==> src/pgwr_defines.svh <==
// compile-time constants for the page-table write manager
// table bases, entry counts, pointer width and the outstanding write limit
// include wherever one of the PGWR_* values is needed

`ifndef PGWR_DEFINES_SVH
`define PGWR_DEFINES_SVH

// att entry 1 sits at the first byte of this line
`define PGWR_ATT_BASE 64'h0000_0000_8000_0000

// list entry 1, placed after the 8 att lines
`define PGWR_LIST_BASE 64'h0000_0000_8000_1000

// first physical page handed out as a way (4KB page number)
`define PGWR_PPA_BASE 50'h0_0000_0008_0000

`define PGWR_ATT_CNT 64 // att entries, 8 per line
`define PGWR_LST_CNT 32 // list entries, 4 per line

// list and att pointers, 0 is null
`define PGWR_PTR_W 24

// writes in flight before the sequencer stalls
`define PGWR_MAX_OUTST 4

`endif

==> src/pgwr_pkg.sv <==
// shared types of the page-table write manager
// command, job, table entry, list pointer and axi write channel structs

`include "pgwr_defines.svh"

package pgwr_pkg;

	typedef logic [`PGWR_PTR_W-1:0] ptr_t; // 0 = null

	// controller opcodes
	typedef enum logic [1:0] {
		OP_INIT_ATT,  // all att entries deallocated
		OP_INIT_LIST, // one long free list
		OP_ATT_STS,   // status write to one att entry
		OP_MOVE       // free head -> uncompressed tail
	} pgwr_op_e;

	typedef enum logic [1:0] {
		STS_DALLOC,
		STS_UNCOMP,
		STS_COMP
	} att_sts_e;

	typedef struct packed {
		pgwr_op_e op;
		ptr_t     att_id;
		att_sts_e sts;
	} pgwr_cmd_t; // 28 bits

	// job handed from decode to the sequencer with a one-cycle start
	typedef struct packed {
		pgwr_op_e op;
		ptr_t     att_id;
		att_sts_e sts;
	} pgwr_job_t;

	// 64-bit att entry, sts in the low bits
	typedef struct packed {
		logic [11:0] zpd_cnt;
		logic [49:0] way;
		att_sts_e    sts;
	} att_entry_t;

	// 128-bit list slot, next in the low 24 bits
	typedef struct packed {
		logic [5:0]  rsvd;
		logic [49:0] way;
		ptr_t        att_id;
		ptr_t        prev;
		ptr_t        next;
	} lst_entry_t;

	typedef struct packed {
		ptr_t free_head;
		ptr_t free_tail;
		ptr_t unc_head;
		ptr_t unc_tail;
	} lst_ptr_t; // 96 bits

	typedef struct packed {
		logic [63:0] addr;
	} axi_aw_t;

	typedef struct packed {
		logic [511:0] data; // one 64-byte line
		logic [63:0]  strb;
	} axi_w_t;

	typedef struct packed {
		logic [1:0] resp; // 0 = okay
	} axi_b_t;

endpackage

==> src/pgwr_cmd_decode.sv <==
// four-phase req/ack slave toward the controller
// latches a command, starts one job and acks once the job is done and drained

`timescale 1ns/10ps

module pgwr_cmd_decode (
	input  logic                 clk_i,
	input  logic                 rst_ni,
	input  logic                 cmd_req,
	input  pgwr_pkg::pgwr_cmd_t  cmd,
	output logic                 cmd_ack,
	output logic                 job_start,
	output pgwr_pkg::pgwr_job_t  job,
	input  logic                 job_done,
	input  logic                 all_idle
);

	typedef enum logic [1:0] {
		S_IDLE,
		S_BUSY,    // job running or responses pending
		S_ACK,     // ack high until req drops
		S_RELEASE  // one cycle with ack low
	} state_e;

	state_e state_q;
	logic   done_seen_q; // job_done seen while responses were still out

	assign cmd_ack = (state_q == S_ACK);

	always_ff @(posedge clk_i or negedge rst_ni) begin
		if (!rst_ni) begin
			state_q     <= S_IDLE;
			done_seen_q <= 1'b0;
			job_start   <= 1'b0;
		end else begin
			job_start <= 1'b0; // single-cycle pulse
			unique case (state_q)
				S_IDLE: begin
					done_seen_q <= 1'b0;
					if (cmd_req) begin
						job_start <= 1'b1;
						state_q   <= S_BUSY;
					end
				end
				S_BUSY: begin
					if (job_done)
						done_seen_q <= 1'b1;
					if ((done_seen_q || job_done) && all_idle)
						state_q <= S_ACK; // every bresp is back
				end
				S_ACK:     if (!cmd_req) state_q <= S_RELEASE; // ack falls next cycle
				S_RELEASE: state_q <= S_IDLE;
			endcase
		end
	end

	// command is stable while req is high, so copy it at the start
	always_ff @(posedge clk_i) begin
		if (state_q == S_IDLE && cmd_req) begin
			job.op     <= cmd.op;
			job.att_id <= cmd.att_id;
			job.sts    <= cmd.sts;
		end
	end

endmodule

==> src/pgwr_chan_slice.sv <==
// one-entry valid/ready holding register for an axi request channel
// payload_t selects the channel, data shows on out_data the cycle after the load

`timescale 1ns/10ps

module pgwr_chan_slice #(
	parameter type payload_t = logic
) (
	input  logic     clk_i,
	input  logic     rst_ni,
	input  logic     in_valid,
	output logic     in_ready,
	input  payload_t in_data,
	output logic     out_valid,
	input  logic     out_ready,
	output payload_t out_data
);

	logic     full_q;
	payload_t data_q;
	logic     load;

	assign in_ready  = !full_q; // accepts only when empty, no pass-through
	assign load      = in_valid && in_ready;
	assign out_valid = full_q;
	assign out_data  = data_q;

	// valid holds until the bus takes the beat
	always_ff @(posedge clk_i or negedge rst_ni) begin
		if (!rst_ni) begin
			full_q <= 1'b0;
		end else if (load) begin
			full_q <= 1'b1;
		end else if (out_ready) begin
			full_q <= 1'b0; // beat taken
		end
	end

	// payload stays still while full
	always_ff @(posedge clk_i) begin
		if (load)
			data_q <= in_data;
	end

endmodule

==> src/pgwr_wr_tracker.sv <==
// counts accepted write addresses against returned responses
// gives the issue window, the drained flag and a sticky bus error

`timescale 1ns/10ps
`include "pgwr_defines.svh"

module pgwr_wr_tracker (
	input  logic              clk_i,
	input  logic              rst_ni,
	input  logic              aw_fire,
	input  logic              bvalid,
	input  pgwr_pkg::axi_b_t  bresp,
	output logic              can_issue,
	output logic              all_idle,
	output logic              bus_error
);

	localparam int unsigned CNT_W = $clog2(`PGWR_MAX_OUTST + 1);

	logic [CNT_W-1:0] outst_q; // writes with no response yet
	logic             stray_b; // response with nothing outstanding
	logic             b_take;

	assign stray_b = bvalid && (outst_q == '0);
	assign b_take  = bvalid && !stray_b;

	always_ff @(posedge clk_i or negedge rst_ni) begin
		if (!rst_ni) begin
			outst_q   <= '0;
			bus_error <= 1'b0;
		end else begin
			unique case ({aw_fire, b_take})
				2'b10:   outst_q <= outst_q + 1'b1;
				2'b01:   outst_q <= outst_q - 1'b1;
				default: outst_q <= outst_q; // none, or one in and one out
			endcase
			if (bvalid && (bresp.resp != 2'b00 || stray_b))
				bus_error <= 1'b1; // held until reset
		end
	end

	assign can_issue = (outst_q < CNT_W'(`PGWR_MAX_OUTST));
	assign all_idle  = (outst_q == '0);

endmodule

==> src/pgwr_tbl_sequencer.sv <==
// execute stage: forms every att and list table line write for a job
// owns the free and uncompressed list pointers and the init done flags
// one line goes into the aw/w slices per handshake, job_done after the drain

`timescale 1ns/10ps
`include "pgwr_defines.svh"

module pgwr_tbl_sequencer (
	input  logic                 clk_i,
	input  logic                 rst_ni,
	input  logic                 job_start,
	input  pgwr_pkg::pgwr_job_t  job,
	output logic                 job_done,
	output pgwr_pkg::axi_aw_t    aw_data,
	output pgwr_pkg::axi_w_t     w_data,
	output logic                 line_valid,
	input  logic                 line_ready,
	input  logic                 can_issue,
	output pgwr_pkg::lst_ptr_t   lst_ptr,
	output logic                 init_att_done,
	output logic                 init_list_done
);

	import pgwr_pkg::*;

	typedef enum logic [1:0] {
		S_IDLE,
		S_ISSUE, // lines going out
		S_DRAIN  // wait for both slices to empty
	} state_e;

	// write steps of one allocation move
	typedef enum logic [1:0] {
		MV_ATT,  // att entry gets way and uncomp status
		MV_POP,  // new free head loses its prev
		MV_PUSH, // moved entry linked behind unc tail
		MV_LINK  // old unc tail points to moved entry
	} mv_step_e;

	state_e     state_q;
	mv_step_e   step_q, step_nxt;
	pgwr_job_t  job_q;
	ptr_t       cnt_q;       // entry id during init walks
	ptr_t       line_id;     // entry written by the current line
	ptr_t       line_idx;    // line_id - 1
	logic       line_is_att;
	logic       line_last;
	att_entry_t att_ent;
	lst_entry_t lst_ent;
	logic [15:0] lst_mask;   // byte enables inside the 128-bit list slot
	logic       free_last;   // popping the only free entry

	assign free_last  = (lst_ptr.free_head == lst_ptr.free_tail);
	assign line_valid = (state_q == S_ISSUE) && can_issue && line_ready;

	// entry contents for the current line
	always_comb begin
		line_id     = cnt_q;
		line_is_att = 1'b1;
		line_last   = 1'b0;
		att_ent     = '0;
		lst_ent     = '0;
		lst_mask    = 16'hffff;
		step_nxt    = step_q;
		unique case (job_q.op)
			OP_INIT_ATT: line_last = (cnt_q == `PGWR_ATT_CNT); // deallocated, way 0
			OP_INIT_LIST: begin
				line_is_att  = 1'b0;
				lst_ent.prev = cnt_q - 1'b1; // entry 1 gets null
				lst_ent.next = (cnt_q == `PGWR_LST_CNT) ? '0 : cnt_q + 1'b1;
				lst_ent.way  = `PGWR_PPA_BASE + 50'(cnt_q) - 50'd1;
				line_last    = (cnt_q == `PGWR_LST_CNT);
			end
			OP_ATT_STS: begin
				line_id     = job_q.att_id;
				att_ent.sts = job_q.sts; // way and zpd count cleared
				line_last   = 1'b1;
			end
			OP_MOVE: begin
				unique case (step_q)
					MV_ATT: begin
						line_id     = job_q.att_id;
						att_ent.way = `PGWR_PPA_BASE + 50'(lst_ptr.free_head) - 50'd1;
						att_ent.sts = STS_UNCOMP;
						step_nxt    = free_last ? MV_PUSH : MV_POP;
					end
					MV_POP: begin
						line_is_att = 1'b0;
						line_id     = lst_ptr.free_head + 1'b1; // free list is in order
						lst_mask    = 16'h0038;                 // prev bytes only
						step_nxt    = MV_PUSH;
					end
					MV_PUSH: begin
						line_is_att    = 1'b0;
						line_id        = lst_ptr.free_head;
						lst_ent.prev   = lst_ptr.unc_tail;
						lst_ent.att_id = job_q.att_id;
						lst_mask       = 16'h01ff; // next, prev, att_id
						line_last      = (lst_ptr.unc_tail == '0);
						step_nxt       = MV_LINK;
					end
					MV_LINK: begin
						line_is_att  = 1'b0;
						line_id      = lst_ptr.unc_tail;
						lst_ent.next = lst_ptr.free_head;
						lst_mask     = 16'h0007; // next bytes only
						line_last    = 1'b1;
					end
				endcase
			end
		endcase
	end

	// place the entry into its 64-byte line
	always_comb begin
		line_idx = line_id - 1'b1;
		if (line_is_att) begin
			aw_data.addr = `PGWR_ATT_BASE + (64'(line_idx[`PGWR_PTR_W-1:3]) << 6);
			w_data.data  = 512'(att_ent) << (64 * line_idx[2:0]); // 8 entries per line
			w_data.strb  = 64'hff << (8 * line_idx[2:0]);
		end else begin
			aw_data.addr = `PGWR_LIST_BASE + (64'(line_idx[`PGWR_PTR_W-1:2]) << 6);
			w_data.data  = 512'(lst_ent) << (128 * line_idx[1:0]); // 4 entries per line
			w_data.strb  = 64'(lst_mask) << (16 * line_idx[1:0]);
		end
	end

	always_ff @(posedge clk_i or negedge rst_ni) begin
		if (!rst_ni) begin
			state_q        <= S_IDLE;
			step_q         <= MV_ATT;
			cnt_q          <= '0;
			job_done       <= 1'b0;
			lst_ptr        <= '0; // all lists null
			init_att_done  <= 1'b0;
			init_list_done <= 1'b0;
		end else begin
			job_done <= 1'b0;
			unique case (state_q)
				S_IDLE: begin
					if (job_start) begin
						cnt_q  <= ptr_t'(1);
						step_q <= MV_ATT;
						// empty free list, nothing to write
						if (job.op == OP_MOVE && lst_ptr.free_head == '0)
							state_q <= S_DRAIN;
						else
							state_q <= S_ISSUE;
					end
				end
				S_ISSUE: begin
					if (line_valid) begin
						cnt_q  <= cnt_q + 1'b1;
						step_q <= step_nxt;
						if (line_last)
							state_q <= S_DRAIN;
					end
				end
				S_DRAIN: begin
					if (line_ready) begin // last line has left both slices
						job_done <= 1'b1;
						state_q  <= S_IDLE;
						unique case (job_q.op)
							OP_INIT_ATT: init_att_done <= 1'b1;
							OP_INIT_LIST: begin
								init_list_done    <= 1'b1;
								lst_ptr.free_head <= ptr_t'(1);
								lst_ptr.free_tail <= ptr_t'(`PGWR_LST_CNT);
								lst_ptr.unc_head  <= '0;
								lst_ptr.unc_tail  <= '0;
							end
							OP_ATT_STS: ;
							OP_MOVE: begin
								if (lst_ptr.free_head != '0) begin
									lst_ptr.unc_tail <= lst_ptr.free_head;
									if (lst_ptr.unc_head == '0)
										lst_ptr.unc_head <= lst_ptr.free_head;
									if (free_last) begin
										lst_ptr.free_head <= '0;
										lst_ptr.free_tail <= '0;
									end else begin
										lst_ptr.free_head <= lst_ptr.free_head + 1'b1;
									end
								end
							end
						endcase
					end
				end
				default: state_q <= S_IDLE;
			endcase
		end
	end

	always_ff @(posedge clk_i) begin
		if (state_q == S_IDLE && job_start)
			job_q <= job;
	end

endmodule

==> src/pgwr_top.sv <==
// page-table write manager top
// command decode, table sequencer, aw/w holding slices and the response tracker

`timescale 1ns/10ps

module pgwr_top (
	input  logic                clk_i,
	input  logic                rst_ni,
	input  logic                cmd_req,
	input  pgwr_pkg::pgwr_cmd_t cmd,
	output logic                cmd_ack,
	output logic                awvalid,
	input  logic                awready,
	output pgwr_pkg::axi_aw_t   aw,
	output logic                wvalid,
	input  logic                wready,
	output pgwr_pkg::axi_w_t    w,
	input  logic                bvalid,
	input  pgwr_pkg::axi_b_t    bresp,
	output logic                bready,
	output pgwr_pkg::lst_ptr_t  lst_ptr,
	output logic                init_att_done,
	output logic                init_list_done,
	output logic                bus_error
);

	import pgwr_pkg::*;

	pgwr_job_t job;
	logic      job_start;
	logic      job_done;
	axi_aw_t   aw_line;
	axi_w_t    w_line;
	logic      line_valid;
	logic      line_ready;
	logic      aw_in_ready;
	logic      w_in_ready;
	logic      can_issue;
	logic      all_idle;
	logic      aw_fire;

	assign line_ready = aw_in_ready & w_in_ready; // both slices empty
	assign aw_fire    = awvalid & awready;
	assign bready     = 1'b1; // responses always taken

	pgwr_cmd_decode u_cmd_decode (
		.clk_i     (clk_i),
		.rst_ni    (rst_ni),
		.cmd_req   (cmd_req),
		.cmd       (cmd),
		.cmd_ack   (cmd_ack),
		.job_start (job_start),
		.job       (job),
		.job_done  (job_done),
		.all_idle  (all_idle)
	);

	pgwr_tbl_sequencer u_tbl_sequencer (
		.clk_i          (clk_i),
		.rst_ni         (rst_ni),
		.job_start      (job_start),
		.job            (job),
		.job_done       (job_done),
		.aw_data        (aw_line),
		.w_data         (w_line),
		.line_valid     (line_valid),
		.line_ready     (line_ready),
		.can_issue      (can_issue),
		.lst_ptr        (lst_ptr),
		.init_att_done  (init_att_done),
		.init_list_done (init_list_done)
	);

	pgwr_chan_slice #(.payload_t(axi_aw_t)) u_aw_slice (
		.clk_i     (clk_i),
		.rst_ni    (rst_ni),
		.in_valid  (line_valid),
		.in_ready  (aw_in_ready),
		.in_data   (aw_line),
		.out_valid (awvalid),
		.out_ready (awready),
		.out_data  (aw)
	);

	pgwr_chan_slice #(.payload_t(axi_w_t)) u_w_slice (
		.clk_i     (clk_i),
		.rst_ni    (rst_ni),
		.in_valid  (line_valid),
		.in_ready  (w_in_ready),
		.in_data   (w_line),
		.out_valid (wvalid),
		.out_ready (wready),
		.out_data  (w)
	);

	pgwr_wr_tracker u_wr_tracker (
		.clk_i     (clk_i),
		.rst_ni    (rst_ni),
		.aw_fire   (aw_fire),
		.bvalid    (bvalid),
		.bresp     (bresp),
		.can_issue (can_issue),
		.all_idle  (all_idle),
		.bus_error (bus_error)
	);

endmodule

==> config.mk <==
export PLATFORM = sky130hd
export DESIGN_NAME = pgwr_top
export DESIGN_NICKNAME = d
export VERILOG_FILES = /design/src/pgwr_pkg.sv /design/src/pgwr_cmd_decode.sv /design/src/pgwr_chan_slice.sv /design/src/pgwr_wr_tracker.sv /design/src/pgwr_tbl_sequencer.sv /design/src/pgwr_top.sv
export VERILOG_INCLUDE_DIRS = /design/src
export SDC_FILE = /design/constraint.sdc
export NUM_CORES = 1
export LEC_CHECK = 0
export BUFFER_PORTS_ARGS = -buffer_cell sky130_fd_sc_hd__buf_2
export CORE_ASPECT_RATIO = 2
export CORE_UTILIZATION = 35
export CTS_CLUSTER_DIAMETER = 50
export DETAILED_ROUTE_END_ITERATION = 16
export PLACE_DENSITY = 0.59
export SETUP_SLACK_MARGIN = 0.15
export SYNTH_ARGS = -nofsm -noshare
export SYNTH_HDL_FRONTEND = slang
export SYNTH_HIERARCHICAL = 1
export SYNTH_SLANG_ARGS = --single-unit
==> constraint.sdc <==
create_clock -name clk_i -period 27.9 [get_ports clk_i]
set_input_delay 4.185 -clock clk_i [delete_from_list [all_inputs] [get_ports clk_i]]
set_output_delay 4.185 -clock clk_i [all_outputs]
set_load 0.05 [all_outputs]
# --- Word level (Yosys, flattened, before mapping) ---
# Index checks and enable logic that the tools add are counted.
classes:
  order_cmp: 1
  bitwise: 2
  n_reduce_logical: 43
  muxes: 54
  add_sub_neg: 12
  n_shift: 4
  eq_ne: 30
op_table:
  columns: ["cell", "n"]
  rows:
  - ["$mux 576", 1]
  - ["$shl 122x9->512", 1]
  - ["$shl 52x9->512", 1]
  - ["$mux 24", 8]
  - ["$pmux 96 s2", 1]
  - ["$mux 50", 2]
  - ["$sub 50x1->50 const B", 2]
  - ["$mux 96", 1]
  - ["$pmux 24 s2", 2]
  - ["$pmux 24 s4", 1]
  - ["$pmux 48 s2", 1]
  - ["$logic_not 24->1", 3]
  - ["$mux 64", 1]
  - ["$shl 16x6->64", 1]
  - ["$shl 8x6->64 const A", 1]
  - ["$mux 52", 1]
  - ["$add 20x24->25 const A", 2]
  - ["$add 24x1->24 const B", 2]
  - ["$mux 48", 1]
  - ["$pmux 16 s3", 1]
  - ["$sub 24x1->24 const B", 2]
  - ["$add 32x27->33 const A", 1]
  - ["$add 32x28->33 const A", 1]
  - ["$eq 24x24->1", 1]
  - ["other kinds (32)", 107]
word_totals:
  input_bits: 36
  ff_bits: 833
  wordCells: 172

# --- Depth between registers and ports, before layout ---
logic_depth:
  ltp_word: 6
  ltp_mapped: 20

# --- By module ---
# Netlist, hierarchy kept.
modules_own_cells:
  columns: ["mod", "area_each_um2", "cells_each", "instances"]
  rows:
  - ["pgwr_chan_slice at u_w_slice", 17341.6, 580, 1]
  - ["pgwr_tbl_sequencer", 14918.1, 2167, 1]
  - ["pgwr_chan_slice at u_aw_slice", 1966.9, 68, 1]
  - ["pgwr_cmd_decode", 1059.8, 48, 1]
  - ["pgwr_wr_tracker", 221.5, 20, 1]
  - ["pgwr_top", 23.8, 4, 1]

# --- Least setup slack after synthesis ---
# No wires, ideal clock.
synth_timing:
  path_kind: "register -> register"
  startpoint: "reg u_aw_slice.full_q (netlist: u_aw_slice/out_valid)"
  endpoint: "reg u_w_slice.full_q (netlist: u_w_slice/out_valid)"
  path_buffers: 1
  required_ns: 27.726
  path_stages_with_launch: 8
  arrival_time_ns: 17.022
  slack_ns: 10.704
  setup_time_ns: 0.174
  path_cell_list: "dfrtp_1 > inv_2 > and2_1 > nand3_1 > clkinv_1 > clkbuf_1 > nor2b_2 > o21bai_1"
synth_between:
  elab_chain_len: 5
synth_rtl:
  columns: ["item", "line", "rtl"]
  rows:
  - ["start: declaration", "pgwr_chan_slice.sv:19", "logic full_q;"]
  - ["start signal: assignment", "pgwr_chan_slice.sv:31", "full_q <= 1'b0;"]
  - ["start signal: assignment", "pgwr_chan_slice.sv:33", "full_q <= 1'b1;"]
  - ["start signal: assignment", "pgwr_chan_slice.sv:35", "full_q <= 1'b0;"]
  - ["$logic_not 1->1 (*)", "pgwr_chan_slice.sv:23", "assign in_ready = !full_q;"]
  - ["net aw_in_ready", "pgwr_top.sv:36", "logic aw_in_ready;"]
  - ["$and 1x1->1 (*)", "pgwr_top.sv:42", "assign line_ready = aw_in_ready & w_in_ready;"]
  - ["net line_ready", "pgwr_top.sv:35", "logic line_ready;"]
  - ["$logic_and 1x1->1 (*)", "pgwr_tbl_sequencer.sv:54", "assign line_valid = (state_q == S_ISSUE) && can_issue && line_ready;"]
  - ["net line_valid", "pgwr_top.sv:34", "logic line_valid;"]
  - ["$logic_and 1x1->1 (*)", "pgwr_chan_slice.sv:24", "assign load = in_valid && in_ready;"]
  - ["net u_w_slice.load", "pgwr_chan_slice.sv:21", "logic load;"]
  - ["$mux 1 / $reduce_bool 2->1 (equally long branches)", null, null]
  - ["end signal: assignment", "pgwr_chan_slice.sv:31", null]
  - ["end signal: assignment", "pgwr_chan_slice.sv:33", null]
  - ["end signal: assignment", "pgwr_chan_slice.sv:35", null]
  - ["end: declaration", "pgwr_chan_slice.sv:19", null]
# The timed path passes the listed nets; every way through them passes the cells marked *.
# A chain may end at the register's enable or synchronous reset.

# --- Worst setup path after layout ---
layout_timing:
  startpoint: "reg u_tbl_sequencer/lst_ptr[76] (netlist name)"
  endpoint: "out lst_ptr[76] (netlist name)"
layout_lines:
  columns: ["item", "line", "rtl"]
  rows:
  - ["end: declaration", "pgwr_top.sv:21", "output pgwr_pkg::lst_ptr_t lst_ptr,"]
# No word-level cell between the ends.

==> reports/qor.txt <==
=================================================================================
Post-synthesis sequential area ratio ...............................        66.8%
Worst-path clk slew ................................................      0.06 ns
Leakage Power ......................................................      17.1 nW
Number of antenna violations at the first check in global routing ..            3
DP HPWL ............................................................      97.1 mm
Layout cells sized above 1 .........................................        27.1%
Mean cell area of the mapped netlist ...............................     12.3 µm²
Slowest cell on crit path .......................................... sky130_fd_sc_hd__dfrtp_1
Max-capacitance violation count ....................................            0
WP data required ...................................................     23.72 ns
Post-placement cell area ...........................................   0.0397 mm²
Count of hold buffers inserted by post-cts repair ..................            0
Synth-to-Final Area Change .........................................        19.2%
Placement-stage worst setup slack ..................................     22.12 ns
Fillcell total .....................................................         9575
Result of the run .................................................. finished clean
Total of buffers placed on input and output ports ..................          754
Area share of the largest cell type after synthesis ................        58.8%
WL final ...........................................................       131 mm
Total buffers and inverters traversed by the critical path .........            1
Async set-or-reset flop fraction in the synthesized netlist ........        14.1%
Die Span Y .........................................................       453 µm
Crit-path max FO ...................................................           20
Floorplan die width ................................................       227 µm
Cell area after technology mapping .................................   0.0355 mm²
Wire length per cell ...............................................      26.5 µm
Via count of the first global-routing pass .........................        24.6k
Cell taking the most area after synthesis .......................... sky130_fd_sc_hd__edfxtp_1
Number of clock buffers inserted by TritonCTS ......................           79
Peak supply drop ...................................................    0.0609 mV
Number of warnings issued by yosys .................................            6
Number of standard-cell rows in the floorplan ......................          165
Core Region ........................................................    0.101 mm²
Number of antenna-violating nets in the routed design ..............            0
Maximum operating frequency ........................................      163 MHz
CTS max path bufs ..................................................            3
Post-synth EDFFs ...................................................          696
Power consumption ..................................................    0.00242 W
First-pass GRT wire length .........................................       180 mm
Post-CTS Resized ...................................................            0
TritonCTS sink count ...............................................          810
Final setup skew ...................................................    0.0407 ns
Most common cell after layout, fill and taps aside ................. sky130_fd_sc_hd__buf_2
Worst Setup End Kind ...............................................   output pin
Post-synth top flop ................................................ sky130_fd_sc_hd__edfxtp_1
Hold violation total from the final report .........................            0
Count of final max-slew check failures .............................            0
Gate count of the mapped netlist ...................................         2887
Setup-failing EPs final ............................................            0
Number of vias per cell after detailed routing .....................         5.18
Transition at the pin with the smallest max-transition slack .......      1.30 ns
Class of the tightest hold or removal check ........................   reg -> reg
Area contributors post-synth ....................................... sky130_fd_sc_hd__edfxtp_1 59%, sky130_fd_sc_hd__dfrtp_1 8.0%, sky130_fd_sc_hd__buf_4 4.9%, sky130_fd_sc_hd__o22ai_1 3.3%, sky130_fd_sc_hd__nand2_1 2.9%
Detailed router's first-iteration violation count ..................         2232
Unique masters post-synth ..........................................           83
Cell chain of the critical path ....................................        buf_2
Worst stage delay on the critical path .............................      0.86 ns
Normalized max-slew margin .........................................        13.2%
Pwr dens ...........................................................  57.2 mW/mm²
Source-to-sink clock delay at the later pin of the worst-skew pair .      0.70 ns
Final critical-path setup slack ....................................     21.77 ns
Maximum number of pins on one net before global-route repair .......          174
H-tree depth reported by CTS .......................................            3
Crit-path leading delay family .....................................   flip-flops
Flops & latches, synth .............................................          810
Clock period minus final worst setup slack .........................      6.13 ns
First-pass iteration count of the detailed router ..................            6
Design Area, Final .................................................   0.0423 mm²
Commonest cells after routing, fill and taps aside ................. 753 x sky130_fd_sc_hd__buf_2, 696 x sky130_fd_sc_hd__edfxtp_1, 268 x sky130_fd_sc_hd__nand2_1, 241 x sky130_fd_sc_hd__nor2_1, 198 x sky130_fd_sc_hd__o21ai_0
Unrepaired setup endpoints after global routing ....................        false
Clock root buffer .................................................. sky130_fd_sc_hd__clkbuf_16
Aggregate negative setup slack .....................................         0 ns
Routability congestion estimate from global placement ..............        0.992
Clock tree from TritonCTS ..........................................        built
DRC violation count after routing ..................................            0
Arrival time worst endpoint ........................................      1.95 ns
Type of the worst setup path .......................................   reg -> out
Number of top-level pins ...........................................          779
Buffers inserted by post-CTS timing repair .........................            0
Die area ...........................................................    0.103 mm²
Starting density of the core .......................................        35.3%
Share of the cycle needed by the critical path after routing .......        22.0%
NumNets Final ......................................................         3593
Worst Setup Start Kind .............................................         flop
Total number of vias ...............................................        25.6k
Final global-route overflow total ..................................            0
All-layer global routing usage .....................................        24.8%
=================================================================================
==> registers in the layout, indices dropped and copies added, names as in the netlist, 2 cells and up <==
register	flops
u_cmd_decode/state_q	2
u_tbl_sequencer/lst_ptr	73
u_cmd_decode/job	28
u_tbl_sequencer/job_q	28
u_tbl_sequencer/step_q	2
u_aw_slice/out_data	64
u_tbl_sequencer/cnt_q	24
u_wr_tracker/outst_q	3
u_tbl_sequencer/state_q	2
u_w_slice/out_data	576
==> final timing paths <==
path	endpoint	depth (start not counted)	from	slack, ns
max in group asynchronous	u_tbl_sequencer/lst_ptr[2]	2	rst_ni	22.90
max reg2reg	u_aw_slice/out_data[25]	17	u_tbl_sequencer/step_q[1]	21.98
min in group asynchronous	u_tbl_sequencer/lst_ptr[40]	1	rst_ni	3.55
max	lst_ptr[76]	1	u_tbl_sequencer/lst_ptr[76]	21.77
min	u_tbl_sequencer/job_q[1]	0	u_cmd_decode/job[1]	0.42
min reg2reg	u_tbl_sequencer/job_q[1]	0	u_cmd_decode/job[1]	0.42
==> power by group <==
group / internal, W / switching (W) / total, W / leakage [nW]
sequential: 0.00130 / 0.00000221 / 0.00131 / 8.44
combinational: 0.00000690 / 0.0000202 / 0.0000271 / 7.39
clock: 0.000594 / 0.000495 / 0.00109 / 1.26
total: 0.00190 / 0.000517 / 0.00242 / 17.1
==> stage by stage <==
step           instances  hold WS [ns]  util (%)
2_1_floorplan       3073         0.400         -
3_3_place_gp        4790         0.401      39.4
3_5_place_dp        4790         0.405      39.4
4_1_cts             4933         0.418      42.0
5_1_grt             4935         0.421      42.0
6_report            4936         0.416      42.0
==> Yosys cell counts, drive strengths merged, types with 15 or more instances <==
cell type and n:
and2 71, nand2 271, o21ai 201, and3 26, nand2b 15, buf 256
clkbuf 170, a31oi 15, nor2 245, inv 56, nand4 23, o31ai 22
xor2 45, dfrtp 114, nand3 70, a21oi 32, nor2b 17, a22oi 37
ha 21, o22ai 190, nor4 33, edfxtp 696, xnor2 52, nor3 42
or3 19
==> metal layers <==
layer	wire (µm)	global-route usage, %	share of wire (%)	up-vias
met5	14	0	0.011	-
met4	8260	14.8	6.3	2
met3	10700	6.10	8.2	278
met2	66000	43.5	50	1408
met1	45900	26.7	35	12427
li1	-	-	-	11449
==> area by class of cell <==
class                      count  area [µm²]  share of cell area [%]
antenna                        3        7.51                  0.0177
timing repair buffer         807        4190                    9.89
clock inverter                44         527                    1.24
tap                         1336        1670                    3.95
sequential                   810       23800                    56.1
clock buffer                  99        2090                    4.94
multi-input combinational   1778        9880                    23.3
inverter                      59         221                   0.523
==> logic make-up after synthesis <==
group / share of synthesized area, %
buf+inv: 7.62
xor+xnor: 2.39
other cells: 0.0317
mux: 0.472
simple gates: 11.4
compound gates: 10.4
fa+ha+maj: 0.796
flops: 66.8
(Power assumes the default switching activity.)
